## src/source/flash_ctrl_pkg.sv

```systemverilog
package flash_ctrl_pkg;

    //////////////////////////////////////////////////
    // Widths

    localparam int addr_w       = 24;
    localparam int word_w       = 32;
    localparam int dummy_clocks = 8;   // Quad output read latency

    //////////////////////////////////////////////////
    // Flash opcodes

    localparam logic [7:0] op_read         = 8'h03;
    localparam logic [7:0] op_quad_read    = 8'h6B;
    localparam logic [7:0] op_write_enable = 8'h06;
    localparam logic [7:0] op_page_program = 8'h02;
    localparam logic [7:0] op_read_status  = 8'h05;

    // Write in progress
    localparam int status_busy_bit = 0;

    //////////////////////////////////////////////////
    // Types

    typedef enum logic {
        lane_single = 1'b0,   // Out on lane 0, in on lane 1
        lane_quad   = 1'b1    // All four lanes
    } lane_mode_t;

    // Request as latched from the host
    typedef struct packed {
        logic [7:0]        opcode;
        logic [addr_w-1:0] addr;
        logic [word_w-1:0] wdata;
        logic              is_write;
        lane_mode_t        mode;
    } flash_req_t;

    // One shift phase for the shifter
    typedef struct packed {
        logic [word_w-1:0] tx_data;     // MSB first
        logic [5:0]        bit_count;   // Rising sck edges, zero is a pause
        lane_mode_t        mode;
        logic              capture;     // Sample input lanes
    } shift_job_t;

endpackage
```

## src/source/flash_controller.sv

```systemverilog
`timescale 1ns/10ps

module flash_controller #(
    parameter int sck_div = 4
) (
    input  logic                               i_clk,
    input  logic                               i_reset,
    input  logic                               start,
    input  logic                               cont,
    input  logic                               quad,
    input  logic                               write,
    input  logic [flash_ctrl_pkg::addr_w-1:0]  addr,
    input  logic [flash_ctrl_pkg::word_w-1:0]  wdata,
    output logic [flash_ctrl_pkg::word_w-1:0]  rdata,
    output logic                               rd_valid,
    output logic                               wr_done,
    output logic                               busy,
    output logic                               cs_n,
    output logic                               sck,
    output logic [3:0]                         dq_out,
    output logic [3:0]                         dq_oe,
    input  logic [3:0]                         dq_in
);

    flash_ctrl_pkg::flash_req_t        req;
    flash_ctrl_pkg::shift_job_t        job;
    logic                              req_load;
    logic                              next_word;
    logic                              job_go;
    logic                              job_done;
    logic [flash_ctrl_pkg::word_w-1:0] rx_data;

    flash_request_regs u_request_regs (
        .i_clk     (i_clk),
        .i_reset   (i_reset),
        .start     (start),
        .quad      (quad),
        .write     (write),
        .addr      (addr),
        .wdata     (wdata),
        .busy      (busy),
        .next_word (next_word),
        .req       (req),
        .req_load  (req_load)
    );

    flash_sequencer u_sequencer (
        .i_clk     (i_clk),
        .i_reset   (i_reset),
        .req       (req),
        .req_load  (req_load),
        .cont      (cont),
        .job_done  (job_done),
        .rx_data   (rx_data),
        .job       (job),
        .job_go    (job_go),
        .cs_n      (cs_n),
        .next_word (next_word),
        .rdata     (rdata),
        .rd_valid  (rd_valid),
        .wr_done   (wr_done),
        .busy      (busy)
    );

    flash_shifter #(
        .sck_div (sck_div)
    ) u_shifter (
        .i_clk    (i_clk),
        .i_reset  (i_reset),
        .job      (job),
        .job_go   (job_go),
        .dq_in    (dq_in),
        .job_done (job_done),
        .rx_data  (rx_data),
        .sck      (sck),
        .dq_out   (dq_out),
        .dq_oe    (dq_oe)
    );

endmodule

```

## src/source/flash_shifter.sv

```systemverilog
`timescale 1ns/10ps

module flash_shifter #(
    parameter int sck_div = 2
) (
    input  logic                               i_clk,
    input  logic                               i_reset,
    input  flash_ctrl_pkg::shift_job_t         job,
    input  logic                               job_go,
    input  logic [3:0]                         dq_in,
    output logic                               job_done,
    output logic [flash_ctrl_pkg::word_w-1:0]  rx_data,
    output logic                               sck,
    output logic [3:0]                         dq_out,
    output logic [3:0]                         dq_oe
);

    localparam int presc_w = (sck_div > 1) ? $clog2(sck_div) : 1;
    localparam int msb     = flash_ctrl_pkg::word_w - 1;

    logic [presc_w-1:0]                presc;
    logic                              active;
    logic                              tail;    // Hold after last falling edge
    logic                              sck_r;
    logic [5:0]                        bits_left;
    flash_ctrl_pkg::lane_mode_t        mode_r;
    logic                              capture_r;
    logic [flash_ctrl_pkg::word_w-1:0] sr;
    logic                              tick;
    logic                              rise;
    logic                              fall;
    logic                              quad;

    assign tick = active && (presc == '0);
    assign rise = tick && !tail && !sck_r && (bits_left != '0);
    assign fall = tick && !tail && sck_r;
    assign quad = (mode_r == flash_ctrl_pkg::lane_quad);

    //////////////////////////////////////////////////
    // Prescaler, sck and bit counter

    always_ff @(posedge i_clk) begin
        if (i_reset) begin
            active    <= 1'b0;
            tail      <= 1'b0;
            sck_r     <= 1'b0;
            presc     <= '0;
            bits_left <= '0;
            mode_r    <= flash_ctrl_pkg::lane_single;
            capture_r <= 1'b0;
            job_done  <= 1'b0;
        end else begin
            job_done <= 1'b0;
            if (!active) begin
                if (job_go) begin
                    active    <= 1'b1;
                    tail      <= 1'b0;
                    presc     <= presc_w'(sck_div - 1);
                    bits_left <= job.bit_count;
                    mode_r    <= job.mode;
                    capture_r <= job.capture;
                end
            end else if (presc != '0) begin
                presc <= presc - 1'b1;
            end else begin
                presc <= presc_w'(sck_div - 1);
                if (tail) begin
                    active   <= 1'b0;
                    job_done <= 1'b1;
                end else if (sck_r) begin
                    sck_r     <= 1'b0;
                    bits_left <= bits_left - 1'b1;
                    tail      <= (bits_left == 6'd1);
                end else if (bits_left == '0) begin
                    tail <= 1'b1;   // Pause job, no clocks
                end else begin
                    sck_r <= 1'b1;
                end
            end
        end
    end

    //////////////////////////////////////////////////
    // Shift register

    always_ff @(posedge i_clk) begin
        if (!active && job_go) begin
            sr <= job.tx_data;
        end else if (rise && capture_r) begin
            sr <= quad ? {sr[msb-4:0], dq_in} : {sr[msb-1:0], dq_in[1]};
        end else if (fall && !capture_r) begin
            sr <= quad ? {sr[msb-4:0], 4'h0} : {sr[msb-1:0], 1'b0};
        end
    end

    assign sck     = sck_r;
    assign rx_data = sr;

    // WP and HOLD held high in single mode
    assign dq_out = quad ? sr[msb:msb-3] : {2'b11, 1'b0, sr[msb]};

    always_comb begin
        if (!active) begin
            dq_oe = 4'b0000;
        end else if (quad) begin
            dq_oe = capture_r ? 4'b0000 : 4'b1111;
        end else begin
            dq_oe = 4'b1101;   // Lane 1 is the flash output
        end
    end

endmodule

```

## src/source/flash_sequencer.sv

```systemverilog
`timescale 1ns/10ps

module flash_sequencer (
    input  logic                               i_clk,
    input  logic                               i_reset,
    input  flash_ctrl_pkg::flash_req_t         req,
    input  logic                               req_load,
    input  logic                               cont,
    input  logic                               job_done,
    input  logic [flash_ctrl_pkg::word_w-1:0]  rx_data,
    output flash_ctrl_pkg::shift_job_t         job,
    output logic                               job_go,
    output logic                               cs_n,
    output logic                               next_word,
    output logic [flash_ctrl_pkg::word_w-1:0]  rdata,
    output logic                               rd_valid,
    output logic                               wr_done,
    output logic                               busy
);

    typedef enum logic [3:0] {
        s_idle,
        s_cmd,        // Opcode and address
        s_dummy,
        s_data,
        s_wren,
        s_gap_prog,   // cs_n high before program
        s_prog_data,
        s_gap_poll,   // cs_n high before status read
        s_poll_cmd,
        s_poll_data
    } state_t;

    state_t state;

    flash_ctrl_pkg::shift_job_t cmd_job;
    flash_ctrl_pkg::shift_job_t data_job;
    flash_ctrl_pkg::shift_job_t wait_job;

    function automatic flash_ctrl_pkg::shift_job_t make_job(
        input logic [flash_ctrl_pkg::word_w-1:0] tx,
        input logic [5:0]                        count,
        input flash_ctrl_pkg::lane_mode_t        mode,
        input logic                              capture
    );
        flash_ctrl_pkg::shift_job_t j;
        j.tx_data   = tx;
        j.bit_count = count;
        j.mode      = mode;
        j.capture   = capture;
        return j;
    endfunction

    assign cmd_job  = make_job({req.opcode, req.addr}, 6'd32, flash_ctrl_pkg::lane_single, 1'b0);
    // Quad pulls 4 bits per clock
    assign data_job = make_job('0, (req.mode == flash_ctrl_pkg::lane_quad) ? 6'd8 : 6'd32,
                               req.mode, 1'b1);
    // Pause with lanes released
    assign wait_job = make_job('0, 6'd0, flash_ctrl_pkg::lane_quad, 1'b1);

    //////////////////////////////////////////////////
    // Transaction FSM

    always_ff @(posedge i_clk) begin
        if (i_reset) begin
            state     <= s_idle;
            cs_n      <= 1'b1;
            job_go    <= 1'b0;
            next_word <= 1'b0;
            rd_valid  <= 1'b0;
            wr_done   <= 1'b0;
            busy      <= 1'b0;
        end else begin
            job_go    <= 1'b0;
            next_word <= 1'b0;
            rd_valid  <= 1'b0;
            wr_done   <= 1'b0;
            case (state)
                s_idle: if (req_load) begin
                    busy   <= 1'b1;
                    cs_n   <= 1'b0;
                    job_go <= 1'b1;
                    if (req.is_write) begin
                        job   <= make_job({flash_ctrl_pkg::op_write_enable, 24'h0}, 6'd8,
                                          flash_ctrl_pkg::lane_single, 1'b0);
                        state <= s_wren;
                    end else begin
                        job   <= cmd_job;
                        state <= s_cmd;
                    end
                end
                s_wren: if (job_done) begin
                    cs_n   <= 1'b1;   // WREN latches on cs_n rise
                    job_go <= 1'b1;
                    job    <= wait_job;
                    state  <= s_gap_prog;
                end
                s_gap_prog: if (job_done) begin
                    cs_n   <= 1'b0;
                    job_go <= 1'b1;
                    job    <= cmd_job;
                    state  <= s_cmd;
                end
                s_cmd: if (job_done) begin
                    job_go <= 1'b1;
                    if (req.is_write) begin
                        job   <= make_job(req.wdata, 6'd32, flash_ctrl_pkg::lane_single, 1'b0);
                        state <= s_prog_data;
                    end else if (req.mode == flash_ctrl_pkg::lane_quad) begin
                        job   <= make_job('0, 6'(flash_ctrl_pkg::dummy_clocks),
                                          flash_ctrl_pkg::lane_single, 1'b0);
                        state <= s_dummy;
                    end else begin
                        job   <= data_job;
                        state <= s_data;
                    end
                end
                s_dummy: if (job_done) begin
                    job_go <= 1'b1;
                    job    <= data_job;
                    state  <= s_data;
                end
                s_data: if (job_done) begin
                    rdata    <= rx_data;
                    rd_valid <= 1'b1;
                    if (cont) begin
                        next_word <= 1'b1;   // Stay in the same transaction
                        job_go    <= 1'b1;
                        job       <= data_job;
                    end else begin
                        cs_n  <= 1'b1;
                        busy  <= 1'b0;
                        state <= s_idle;
                    end
                end
                s_prog_data: if (job_done) begin
                    cs_n   <= 1'b1;   // Starts the internal program
                    job_go <= 1'b1;
                    job    <= wait_job;
                    state  <= s_gap_poll;
                end
                s_gap_poll: if (job_done) begin
                    cs_n   <= 1'b0;
                    job_go <= 1'b1;
                    job    <= make_job({flash_ctrl_pkg::op_read_status, 24'h0}, 6'd8,
                                       flash_ctrl_pkg::lane_single, 1'b0);
                    state  <= s_poll_cmd;
                end
                s_poll_cmd: if (job_done) begin
                    job_go <= 1'b1;
                    job    <= make_job('0, 6'd8, flash_ctrl_pkg::lane_single, 1'b1);
                    state  <= s_poll_data;
                end
                s_poll_data: if (job_done) begin
                    cs_n <= 1'b1;
                    if (rx_data[flash_ctrl_pkg::status_busy_bit]) begin
                        job_go <= 1'b1;   // Still programming, poll again
                        job    <= wait_job;
                        state  <= s_gap_poll;
                    end else begin
                        wr_done <= 1'b1;
                        busy    <= 1'b0;
                        state   <= s_idle;
                    end
                end
                default: state <= s_idle;
            endcase
        end
    end

endmodule

```

## src/source/flash_request_regs.sv

```systemverilog
`timescale 1ns/10ps

module flash_request_regs (
    input  logic                               i_clk,
    input  logic                               i_reset,
    input  logic                               start,
    input  logic                               quad,
    input  logic                               write,
    input  logic [flash_ctrl_pkg::addr_w-1:0]  addr,
    input  logic [flash_ctrl_pkg::word_w-1:0]  wdata,
    input  logic                               busy,
    input  logic                               next_word,
    output flash_ctrl_pkg::flash_req_t         req,
    output logic                               req_load
);

    logic [7:0] sel_opcode;
    logic       accept;

    // busy only rises with req_load, so block that cycle as well
    assign accept = start && !busy && !req_load;

    always_comb begin
        if (write) begin
            sel_opcode = flash_ctrl_pkg::op_page_program;
        end else if (quad) begin
            sel_opcode = flash_ctrl_pkg::op_quad_read;
        end else begin
            sel_opcode = flash_ctrl_pkg::op_read;
        end
    end

    //////////////////////////////////////////////////
    // Request registers

    always_ff @(posedge i_clk) begin
        if (accept) begin
            req.opcode   <= sel_opcode;
            req.addr     <= addr;
            req.wdata    <= wdata;
            req.is_write <= write;
            // Program is always single lane
            req.mode     <= (quad && !write) ? flash_ctrl_pkg::lane_quad
                                             : flash_ctrl_pkg::lane_single;
        end else if (next_word) begin
            req.addr <= req.addr + flash_ctrl_pkg::addr_w'(4);   // Next word of cont read
        end
    end

    always_ff @(posedge i_clk) begin
        if (i_reset) begin
            req_load <= 1'b0;
        end else begin
            req_load <= accept;
        end
    end

endmodule

```

## config.mk

```make
export PLATFORM = sky130hd
export DESIGN_NAME = flash_controller
export DESIGN_NICKNAME = d
export VERILOG_FILES = /design/src/source/flash_ctrl_pkg.sv /design/src/source/flash_controller.sv /design/src/source/flash_shifter.sv /design/src/source/flash_sequencer.sv /design/src/source/flash_request_regs.sv
export SDC_FILE = /design/constraint.sdc
export NUM_CORES = 1
export LEC_CHECK = 0
export BUFFER_PORTS_ARGS = -buffer_cell sky130_fd_sc_hd__buf_2
export CORE_UTILIZATION = 43
export CTS_BUF_LIST = sky130_fd_sc_hd__clkbuf_4
export DETAILED_ROUTE_END_ITERATION = 16
export PLACE_DENSITY = 0.63
export SETUP_SLACK_MARGIN = 0.1
export SYNTH_ARGS = -nofsm -noshare
export SYNTH_HDL_FRONTEND = slang
export SYNTH_SLANG_ARGS = --single-unit
```

## constraint.sdc

```tcl
create_clock -name i_clk -period 5.32 [get_ports i_clk]
set_clock_uncertainty 0.05 [all_clocks]
set_input_delay 0.798 -clock i_clk [delete_from_list [all_inputs] [get_ports i_clk]]
set_output_delay 0.798 -clock i_clk [all_outputs]
set_load 0.01 [all_outputs]
```

### Word-level counts from Yosys, hierarchy flattened

Index checks and enable logic that the tools add are counted.

| operators by class | value |
|---|---|
| add/sub/neg operators | 3 |
| eq/ne operators | 30 |
| mux-type cells | 86 |
| bitwise operators | 7 |
| reduce and logical (&&, ||, !) cells | 45 |

Operators with widths:

| operator | number |
|---|---|
| $mux 40 | 13 |
| $pmux 40 s9 | 1 |
| $mux 32 | 5 |
| $mux 4 | 16 |
| $mux 24 | 2 |
| $pmux 4 s10 | 1 |
| $mux 6 | 6 |
| $mux 1 | 32 |
| $ne 2x1->1 const B | 13 |
| $add 24x3->24 const B | 1 |
| $eq 4x3->1 const B | 4 |
| $ne 2x2->1 const B | 7 |
| $reduce_and 13->1 | 1 |
| $reduce_and 6->1 | 2 |
| $logic_and 1x1->1 | 11 |
| $reduce_and 11->1 | 1 |
| $reduce_bool 9->1 | 1 |
| $reduce_or 3->1 | 3 |
| $eq 4x2->1 const B | 2 |
| $eq 4x4->1 const B | 2 |
| $mux 8 | 1 |
| $pmux 1 s4 | 2 |
| $logic_not 1->1 | 7 |
| $mux 7 | 1 |
| other kinds (20) | 36 |

| word-level totals | value |
|---|---|
| register bits after elaboration | 195 |
| input bits | 66 |
| logic and storage cells | 198 |

### Depth between registers and ports, before layout

Gate-level depths: netlist of run 1.

| logic depth | value |
|---|---|
| depth in word-level cells | 8 |
| gate-level depth with buffers | 7 |
| mapped depth without buffers | 6 |

### By module

A second synthesis of run 1 with hierarchy kept.

| second synthesis, totals | value |
|---|---|
| cell total of the unflattened synthesis | 681 |
| area, all modules | 8474.4 um^2 |

Modules (own cells, without submodules):

| module | times used | cells each | area each (um^2) | seq. area each (um^2) |
|---|---|---|---|---|
| flash_sequencer | 1 | 245 | 3364.5 | 2242.2 |
| flash_request_regs | 1 | 197 | 2602.5 | 1821.7 |
| flash_shifter | 1 | 239 | 2507.4 | 1241.2 |

### Least setup slack after synthesis of run 1

No wires, ideal clock.

| timing | value |
|---|---|
| path kind | register to register |
| from | register u_sequencer.state[3] |
| to | register, netlist name u_sequencer.job[0] |
| setup time | 0.519 ns |
| data arrival time | 4.687 ns |
| setup slack | 0.063 ns |
| stages on the path, launching flop included | 6 |
| period minus slack after synthesis | 5.257 ns |
| cell sequence | dfxtp_1 buf_2 nor3b_1 a311oi_2 o21ai_0 nor4_1 |

| on the way | value |
|---|---|
| word-level cells in the longest chain between the ends | 4 |
| elaborated cells on any way between the ends | 24 |
| those cells by class | 20 x eq/ne; 4 x reduce/logical |

RTL lines:

| element | RTL line | RTL |
|---|---|---|
| from (decl) | flash_sequencer.sv:34 | `state_t state;` |
| from (signal assigned) | flash_sequencer.sv:66 | `state <= s_idle;` |
| from (signal assigned) | flash_sequencer.sv:86 | `state <= s_wren;` |
| from (signal assigned) | flash_sequencer.sv:89 | `state <= s_cmd;` |
| $eq 4x3->1 | flash_sequencer.sv:78 | `case (state)` |
| $reduce_or 2->1 (no source line) | n/a |  |
| $reduce_bool 9->1 (no source line) / $ne 2x1->1 (equally long branches) | n/a |  |
| $reduce_and 13->1 (no source line) * | n/a |  |

Every way passes the cells marked *; elsewhere a longest branch is shown, timed or not.
A chain may end at the register's enable or synchronous reset.

### Worst setup path after layout of run 1

| timing | value |
|---|---|
| from | register u_sequencer.state[3] |
| to | register, netlist name u_sequencer.job[29] |

| on the way | value |
|---|---|
| word-level cells in the longest chain between the ends | 4 |
| elaborated cells on any way between the ends | 24 |
| those cells by class | 20 x eq/ne; 4 x reduce/logical |

RTL lines:

| element | RTL line |
|---|---|
| $eq 4x3->1 | flash_sequencer.sv:78 |
| $reduce_or 2->1 (no source line) | n/a |
| $reduce_bool 9->1 (no source line) / $ne 2x1->1 (equally long branches) | n/a |
| $reduce_and 13->1 (no source line) * | n/a |

Marked as above.

==> flow_summary_export.csv, run 1 <==
group,metric,value,unit
global_routing,antenna_found_initial,1,
clock_network,htree_levels,4,
die,die_w,139.6,um
power,power.switching,0.001478,W
placement,hpwl,12090,um
timing,slew_headroom,20.49,%
power,p_clk_share,17.4,%
power,p_per_area,474.5,nW/um2
yosys,yosys.area.top_type_share,59.04,%
detailed_routing,drc,0,
detailed_routing,first_pass_iters,7,
detailed_routing,wl_per_cell,17.56,um
placement,io_buffers,110,
yosys,synth_cell_types,64,
yosys,yosysWarningCount,0,
global_routing,grt_pass1_vias,5148,
critical_path,critPathRequiredTime,5.49,ns
clock_network,clockBufferDepth,2,
yosys,syn-num-nets,721,
die,initial_core_util,44.54,%
timing,period_share,59.82,%
timing,hold_viol_final,0,
critical_path,r2r.worst_path.cells,5,
timing,max_freq,0.3142,GHz
clock_network,clkTransAtPathRegs,0.15,ns
finish,fill_cells,1630,
critical_path,ff2ff_setup_slack,2.14,ns
clock_network,clk_latency,0.57,ns
clock_network,root_buffer,"clkbuf_4",
detailed_routing,via_per_inst,5.591,
detailed_routing,vias,5524,
yosys,async_reset_ff_share,0,%
critical_path,reg2reg_to,"u_sequencer.job[29]$_DFFE_PP_",
yosys,syn_area,8138,um2
power,p_sw_share,34.04,%
critical_path,cp_max_fo,36,
detailed_routing,postRouteAntennaNets,0,
finish,drive_above_1_share,21.24,%
die,die_area,19480,um2
finish,area_growth,12.45,%
placement,dpl_cell_area,8871,um2
critical_path,timing.rr.start,"u_sequencer.state[3]$_SDFFE_PP0P_",
timing,slew_violations,0,
critical_path,critPathArrivalTime,3.35,ns
timing,worst_pin_slew,1.191,ns
die,core,18270,um2
placement,gp_congestion,0.8891,
power,pwr-share-comb,26.7,%
yosys,avgSynthCellArea,12.50,um2
power,internal_power,0.002864,W
die,io_pins,111,
yosys,ys_seq_elements,185,
clock_network,post-cts-setup-buffers,0,
timing,rsz0062_at_grt,"false",
die,die_h,139.6,um
yosys,synthCells,651,
clock_network,cts.sinks,185,
min_path,min-delay-path-class,"input pin to flip-flop",
outcome,status,"complete, no violations",
power,p_leak,3.151,nW
yosys,yosysSeqAreaShare,65.19,%
global_routing,overflow,0,
timing,fin_setup_tns,0,ns
critical_path,endpoint_kind,"flip-flop",
critical_path,crit_type,"flip-flop to flip-flop",
clock_network,cts_repair_resize_count,0,
critical_path,startpoint,"u_sequencer.state[3]$_SDFFE_PP0P_",
yosys,synth_area_leaders,"edfxtp_1, dfxtp_1, mux2i_1, o21ai_0, nand2_1",
global_routing,grt_pass1_wl,27590,um
critical_path,crit_end,"u_sequencer.job[29]$_DFFE_PP_",
timing,setup_viol,0,
global_routing,grt_start_max_net_pins,71,
timing,min_period,3.182,ns
power,peakVddDrop,0.0001633,V
clock_network,cts_tree,"built",
finish,nNetsFinal,815,
yosys,synth_top_cell_by_area,"edfxtp_1",
yosys,synth_flop_cell,"edfxtp_1",
die,rows,49,
finish,final_area,9151,um2
global_routing,grt_use_total,18.27,%
detailed_routing,wl,17350,um
job,cap_violations,0,
critical_path,start_kind,"flip-flop",
yosys,synth_edf_count,160,
clock_network,numCtsBuffers,17,
detailed_routing,drtIter0Drc,493,
clock_network,hold_buffers,0,
power,pwr-share-seq,55.9,%
==> cell usage after synthesis, types with 3 or more instances <==
cell type and instances:
ha_1 4, edfxtp_1 160, buf_2 9, clkbuf_1 26, o21ai_0 57, buf_1 3, a22o_1 28, buf_4 3
mux2i_1 31, xnor2_1 3, nor3_1 9, nand4_1 4, and3_1 7, dfxtp_1 25, nand3_1 13, nand2b_1 12
inv_1 18, o31ai_1 9, xor2_1 9, o211ai_1 7, nand2_1 74, nor2b_1 10, a31oi_1 10, nor3b_1 3
or4_1 10, a311oi_1 3, a21boi_0 4, nor2_1 27, nor4_1 4, a211oi_1 5, a21oi_1 19, and2_1 5
==> worst max-delay path, stage by stage (launching register included) <==
cell      delay [ns]
dfxtp_1         0.96
nor2_1          0.28
a311oi_2        0.51
o21ai_0         0.30
nor4_4          0.30
buf_4           0.42
==> metrics by stage <==
| stage | setup WS, ns | std cells | hold WS [ns] | utilization (%) | total power (W) |
|---|---|---|---|---|---|
| final | 2.138 | 988 | 0.3351 | 50.09 | 0.004342 |
| after global routing | 1.917 | 988 | 0.2866 | 50.09 | 0.004595 |
| after CTS | 2.175 | 987 | 0.2906 | 50.08 | 0.004367 |
| after detailed placement | 2.233 | 955 | 0.4098 | 48.56 | 0.003617 |
| after global placement | 2.328 | 955 | 0.4120 | 48.56 | 0.003572 |
| after floorplan | 1.440 | 651 | 0.3864 | - | 0.003236 |
==> kinds of logic after synthesis <==
| group | count (synthesis) | share of synthesized area (%) |
|---|---|---|
| fa+ha+maj | 4 | 0.6150 |
| mux | 32 | 3.951 |
| simple gates | 192 | 12.02 |
| flops | 185 | 65.19 |
| buf+inv | 60 | 3.136 |
| compound gates | 166 | 13.79 |
| xor+xnor | 12 | 1.292 |
==> power by group through the flow <==
| stage | logic [W] | registers (W) | clock network [W] |
|---|---|---|---|
| floorplan | 0.000955 | 0.00228 | 0 |
| finish | 0.00116 | 0.00243 | 0.000757 |
| detailed placement | 0.00116 | 0.00246 | 0 |
| CTS | 0.00116 | 0.00242 | 0.000781 |
| global route | 0.00129 | 0.00247 | 0.000832 |
| global placement | 0.00113 | 0.00245 | 0 |
==> metal layers <==
| layer | GRT usage (%) | wire (um) | vias up |
|---|---|---|---|
| met3 | 3.372 | 912 | 24 |
| li1 | - | - | 2664 |
| met1 | 27.11 | 8403 | 2637 |
| met2 | 26.77 | 7759 | 199 |
| met5 | 0 | 0 | - |
| met4 | 6.593 | 269 | 0 |
==> final cells by class <==
cell class / instances / area [um2] / share of cell area [%]
clock inverter: 12 / 127.6 / 1.395
tap: 229 / 286.5 / 3.131
antenna: 1 / 2.502 / 0.02734
multi-input combinational: 406 / 2608 / 28.49
clock buffer: 20 / 150.1 / 1.641
timing repair buffer: 117 / 603.1 / 6.590
sequential: 185 / 5306 / 57.98
inverter: 18 / 67.56 / 0.7383
==> flip-flops by register name, indices dropped and copies added (netlist names), 2 cells and up <==
| signal | count |
|---|---|
| u_sequencer.job | 36 |
| u_shifter.rx_data | 32 |
| u_sequencer.state | 4 |
| u_sequencer.rdata | 32 |
| u_shifter.presc | 2 |
| u_request_regs.req | 60 |
| u_shifter.bits_left | 6 |
==> worst min path at each step <==
stage,startpoint,depth (start not counted),end,slack (ns)
after floorplan,u_shifter.rx_data[31]$_DFFE_PP_,0,u_sequencer.rdata[31]$_DFFE_PP_,0.39
after global placement,u_shifter.rx_data[31]$_DFFE_PP_,0,u_sequencer.rdata[31]$_DFFE_PP_,0.41
after detailed placement,u_shifter.rx_data[31]$_DFFE_PP_,0,u_sequencer.rdata[31]$_DFFE_PP_,0.41
after CTS,wdata[19],1,u_request_regs.req[21]$_DFFE_PP_,0.29
after global routing,wdata[20],1,u_request_regs.req[22]$_DFFE_PP_,0.29
final,wdata[19],1,u_request_regs.req[21]$_DFFE_PP_,0.34
==> layout by cell type (no fill, tap or decap), types with 10 or more instances in the layout <==
cell	n
nand2_1	74
or4_1	10
o21ai_0	57
inv_1	17
nor2_1	26
a22o_1	28
dfxtp_1	24
clkbuf_4	20
buf_2	110
a21oi_1	19
nand2b_1	12
mux2i_1	31
edfxtp_1	160
nand3_1	13
a31oi_1	10
Power figures use the tool's default switching activity.
==> run 2: changes to the inputs <==
--- a/config.mk
+++ b/config.mk
@@ -9,7 +9,7 @@
 export CORE_UTILIZATION = 43
 export CTS_BUF_LIST = sky130_fd_sc_hd__clkbuf_4
 export DETAILED_ROUTE_END_ITERATION = 16
-export PLACE_DENSITY = 0.63
+export PLACE_DENSITY = 0.61
 export SETUP_SLACK_MARGIN = 0.1
 export SYNTH_ARGS = -nofsm -noshare
 export SYNTH_HDL_FRONTEND = slang
==> constraint.sdc (replaced) <==
create_clock -name i_clk -period 3.2 [get_ports i_clk]
set_clock_uncertainty 0.05 [all_clocks]
set_input_delay 0.48 -clock i_clk [delete_from_list [all_inputs] [get_ports i_clk]]
set_output_delay 0.48 -clock i_clk [all_outputs]
set_load 0.01 [all_outputs]
==> flow_summary_export.csv, run 2 (synthesis results as in run 1) <==
group,metric,value,unit
outcome,status,"complete, no violations",
clock_network,cts_tree,"built",
die,initial_core_util,44.54,%
clock_network,cts_repair_resize_count,0,
placement,hpwl,12390,um
timing,max_freq,0.4092,GHz
detailed_routing,postRouteAntennaNets,0,
timing,setup_viol,0,
clock_network,clk_latency,0.59,ns
finish,largest_register_ff_count,60,
power,peakVddDrop,0.0002658,V
critical_path,cp_max_fo,36,
clock_network,root_buffer,"clkbuf_4",
power,total_power,0.007325,W
global_routing,grt_pass1_wl,28560,um
finish,drive_above_1_share,21.51,%
placement,io_buffers,110,
clock_network,cts.sinks,185,
global_routing,busiest_layer,"met1",
power,p_leak,3.326,nW
finish,seqCellArea,5306,um2
global_routing,antenna_found_initial,1,
finish,final_cell_mix,"edfxtp_1, buf_2, nand2_1, o21ai_0, mux2i_1",
finish,post-route-util,52.16,%
min_path,min-delay-path-class,"input pin to flip-flop",
critical_path,crit_type,"flip-flop to flip-flop",
global_routing,grt_use_met3,4.129,%
critical_path,endpoint_kind,"flip-flop",
finish,area_growth,17.10,%
detailed_routing,first_pass_iters,5,
finish,final_area,9529,um2
critical_path,timing.rr.start,"u_sequencer.state[3]$_SDFFE_PP0P_",
job,cap_violations,0,
critical_path,startpoint,"u_sequencer.state[3]$_SDFFE_PP0P_",
finish,mostFrequentLayoutCell,"edfxtp_1",
timing,hold_ws,0.05237,ns
die,die_area,19480,um2
timing,fin_setup_tns,0,ns
finish,multi_input_area,2614,um2
timing,slew_violations,0,
clock_network,clockBufferDepth,2,
detailed_routing,via_per_inst,5.487,
global_routing,grt_pass1_vias,5295,
clock_network,numCtsBuffers,17,
detailed_routing,drtIter0Drc,563,
timing,hold_viol_final,0,
finish,nNetsFinal,853,
detailed_routing,vias,5624,
global_routing,grt_start_max_net_pins,71,
global_routing,grt_use_met2,27.08,%
finish,top_register,"u_request_regs.req",
power,p_per_area,768.7,nW/um2
timing,slew_headroom,56.17,%
finish,reg.largest.list,"u_request_regs.req x60, u_sequencer.job x36",
detailed_routing,wl,17930,um
die,die_h,139.6,um
global_routing,grtUsageMet1,28.48,%
timing,rsz0062_at_grt,"false",
detailed_routing,wl_per_cell,17.49,um
clock_network,htree_levels,4,
global_routing,grt_use_total,19.02,%
die,core,18270,um2
placement,dpl_cell_area,8957,um2
timing,min_period,2.444,ns
die,io_pins,111,
detailed_routing,drc,0,
critical_path,start_kind,"flip-flop",
finish,fill_cells,1602,
placement,gp_congestion,0.8516,
clock_network,clkTransAtPathRegs,0.16,ns
critical_path,critPathRequiredTime,3.43,ns
critical_path,critPathArrivalTime,2.67,ns
global_routing,overflow,0,
min_path,worstHoldStart,"write",
timing,period_share,76.37,%
timing,worst_pin_slew,0.6515,ns
die,rows,49,
die,die_w,139.6,um
==> run 2: cell types whose count changed in the layout (fill, tap and decap cells not counted) <==
cell | previous run | this run
buf_12 | 0 | 1
buf_4 | 7 | 15
clkbuf_4 | 20 | 18
clkinv_1 | 3 | 1
clkinv_4 | 1 | 0
clkinvlp_4 | 3 | 5
dlygate4sd3_1 | 0 | 29
inv_6 | 1 | 3
nor3_2 | 1 | 0
nor3_4 | 0 | 1
==> run 2: final cells by class <==
| type | instances | share of cell area, % |
|---|---|---|
| clock inverters | 13 | 1.510 |
| diodes | 1 | 0.02626 |
| multi-input cells | 406 | 27.43 |
| flip-flops and latches | 185 | 55.69 |
| clock buffers | 18 | 1.418 |
| repair buffers | 155 | 10.22 |
| inverters | 18 | 0.7090 |
| well taps | 229 | 3.007 |
==> run 2: path summary, 6_finish.rpt <==
check                           slack [ns]  depth (start not counted)                         endpoint
worst max-delay path                  0.76                          5    u_sequencer.job[10]$_DFFE_PP_
worst min-delay path                  0.05                          1  u_request_regs.req[1]$_DFFE_PP_
worst max register to register        0.76                          5    u_sequencer.job[10]$_DFFE_PP_
worst min register to register        0.44                          0  u_sequencer.rdata[31]$_DFFE_PP_
==> run 2: timing repair <==
item	4_1_cts	5_1_grt
buffers inserted	0	0
hold buffers	28	1
hold endpoints to repair	28	1
==> run 2: metrics by stage <==
stage	setup WS (ns)	instances
2_1_floorplan	0.2262	651
3_3_place_gp	0.8616	964
3_5_place_dp	0.8098	964
4_1_cts	0.7803	1023
5_1_grt	0.6045	1025
6_report	0.7563	1025
==> run 2: power breakdown <==
part           internal, W  total [W]  leakage, nW  switching (W)
Sequential         0.00350    0.00391         1.70       0.000413
Clock             0.000475    0.00129        0.137       0.000810
Combinational     0.000841    0.00213         1.49        0.00129
==> run 2: critical path, cell delays in order (launching register included) <==
cell	delay, ns
dfxtp_1	0.52
nor2_1	0.20
a311oi_2	0.48
o21ai_0	0.29
nor4_4	0.35
buf_12	0.25
==> run 2: per-layer routing <==
metal,vias up,share of wire (%)
li1,2738,-
met1,2663,48
met2,201,44
met3,22,5.8
met4,0,1.5
met5,-,0
==> run 3: changes to the inputs <==
==> constraint.sdc (replaced) <==
create_clock -name i_clk -period 2.25 [get_ports i_clk]
set_clock_uncertainty 0.05 [all_clocks]
set_input_delay 0.3375 -clock i_clk [delete_from_list [all_inputs] [get_ports i_clk]]
set_output_delay 0.3375 -clock i_clk [all_outputs]
set_load 0.01 [all_outputs]
==> flow_summary_export.csv, run 3 (synthesis results as in run 1) <==
group,metric,value,unit
timing,worst_pin_slew,0.5527,ns
die,die_h,139.6,um
job,cap_violations,0,
min_path,min-delay-path-class,"input pin to flip-flop",
timing,slew_violations,0,
timing,rsz0062_at_grt,"false",
power,power.switching,0.003701,W
global_routing,grt_pass1_wl,30160,um
finish,drive_above_1_share,22.95,%
die,io_pins,111,
placement,hpwl,12660,um
timing,hold_viol_final,0,
global_routing,busiest_layer,"met1",
global_routing,grt_start_max_net_pins,51,
clock_network,cts.sinks,185,
global_routing,grt_use_total,19.90,%
critical_path,start_kind,"flip-flop",
clock_network,numCtsBuffers,17,
global_routing,grt_pass1_vias,5613,
power,p_per_area,1081,nW/um2
timing,period_share,89.21,%
clock_network,post-cts-setup-buffers,0,
timing,min_period,2.007,ns
finish,final_area,9957,um2
outcome,status,"complete, no violations",
detailed_routing,wl_per_cell,17.51,um
finish,fill_cells,1603,
detailed_routing,drtIter0Drc,515,
placement,dpl_cell_area,9136,um2
critical_path,crit_type,"flip-flop to flip-flop",
global_routing,grt_use_met2,29.33,%
finish,largest_register_ff_count,60,
global_routing,antenna_found_initial,1,
die,die_w,139.6,um
clock_network,root_buffer,"clkbuf_4",
critical_path,critPathRequiredTime,2.46,ns
detailed_routing,postRouteAntennaNets,0,
clock_network,clkTransAtPathRegs,0.16,ns
finish,post-route-util,54.50,%
finish,reg.largest.list,"u_request_regs.req x60, u_sequencer.job x36",
die,initial_core_util,44.54,%
clock_network,clockBufferDepth,2,
placement,io_buffers,110,
finish,top_register,"u_request_regs.req",
detailed_routing,first_pass_iters,5,
placement,gp_congestion,0.8204,
critical_path,critPathArrivalTime,2.22,ns
die,rows,49,
power,pwr-share-seq,52.0,%
power,p_clk_share,17.2,%
power,pwr-share-comb,30.8,%
timing,slew_headroom,63.16,%
die,core,18270,um2
finish,final_cell_mix,"edfxtp_1, buf_2, nand2_1, o21ai_0, dlygate4sd3_1",
critical_path,endpoint_kind,"flip-flop",
global_routing,grt_use_met3,3.648,%
finish,mostFrequentLayoutCell,"edfxtp_1",
critical_path,cp_max_fo,36,
timing,hold_ws,0.04537,ns
clock_network,htree_levels,4,
clock_network,clk_latency,0.58,ns
die,die_area,19480,um2
timing,setup_viol,0,
timing,max_freq,0.4982,GHz
placement,post-place-ws,0.1998,ns
detailed_routing,drc,0,
global_routing,grtUsageMet1,29.54,%
power,total_power,0.01077,W
detailed_routing,wl,18530,um
clock_network,cts_tree,"built",
detailed_routing,vias,5842,
power,p_sw_share,34.37,%
finish,nNetsFinal,886,
power,p_leak,3.507,nW
power,peakVddDrop,0.0004078,V
detailed_routing,via_per_inst,5.522,
power,internal_power,0.007067,W
timing,fin_ws,0.2429,ns
finish,area_growth,22.36,%
global_routing,overflow,0,
run 3: cell types whose count changed in the layout (fill, tap and decap cells not counted), sizes merged:
cell         previous run  this run
buf                   126       135
clkinv                  2         3
clkinvlp                5         3
dlygate4sd3            29        53
inv                    22        23
run 3: final timing paths:
check | startpoint | endpoint | slack [ns] | cells after the start
setup / recovery | u_sequencer.state[2]$_SDFFE_PP0P_ | u_sequencer.job[8]$_DFFE_PP_ | 0.24 | 5
hold / removal | addr[1] | u_request_regs.req[35]$_DFFE_PP_ | 0.05 | 2
hold reg to reg | u_shifter.rx_data[17]$_DFFE_PP_ | u_sequencer.rdata[17]$_DFFE_PP_ | 0.45 | 0
setup reg to reg | u_sequencer.state[2]$_SDFFE_PP0P_ | u_sequencer.job[8]$_DFFE_PP_ | 0.24 | 5
run 3: area by class of cell:
cell class	instances	area, um2	share of cell area (%)
Antenna cell	1	2.502	0.02513
Sequential cell	185	5311	53.34
Inverter	18	67.56	0.6786
Clock inverter	13	142.6	1.433
Timing Repair Buffer	188	1356	13.62
Tap cell	229	286.5	2.878
Clock buffer	18	135.1	1.357
Multi-Input combinational cell	406	2655	26.67
run 3: power groups by stage:
stage / Sequential [W] / Combinational, W / Clock, W
after global routing: 0.00569 / 0.00368 / 0.00204
after global placement: 0.00565 / 0.00317 / 0
final: 0.00560 / 0.00332 / 0.00185
after detailed placement: 0.00567 / 0.00325 / 0
after CTS: 0.00559 / 0.00333 / 0.00191
after floorplan: 0.00539 / 0.00232 / 0
run 3: metrics by stage:
step,cells,TNS [ns]
floorplan,651,-33.90
global placement,973,0
detailed placement,973,0
CTS,1057,0
global route,1058,0
finish,1058,0
run 3: worst max-delay path, stage by stage (launching register included):
cell and delay, ns:
dfxtp_1 0.63, nor2_2 0.08, a311oi_2 0.33, o21ai_2 0.14, nor4_4 0.20, buf_12 0.25
run 3: metal layers:
metal | routed length [um] | vias to the layer above
met4 | 299 | 0
met5 | 0 | -
met2 | 8269 | 182
met1 | 9087 | 2826
met3 | 872 | 24
li1 | - | 2810
run 3: what timing repair did:
action / 4_1_cts / 5_1_grt
hold buffers: 53 / 0
gates resized for setup: 1 / 4
setup endpoints to repair: 1 / 26
endpoints found under the hold margin: 55 / 0
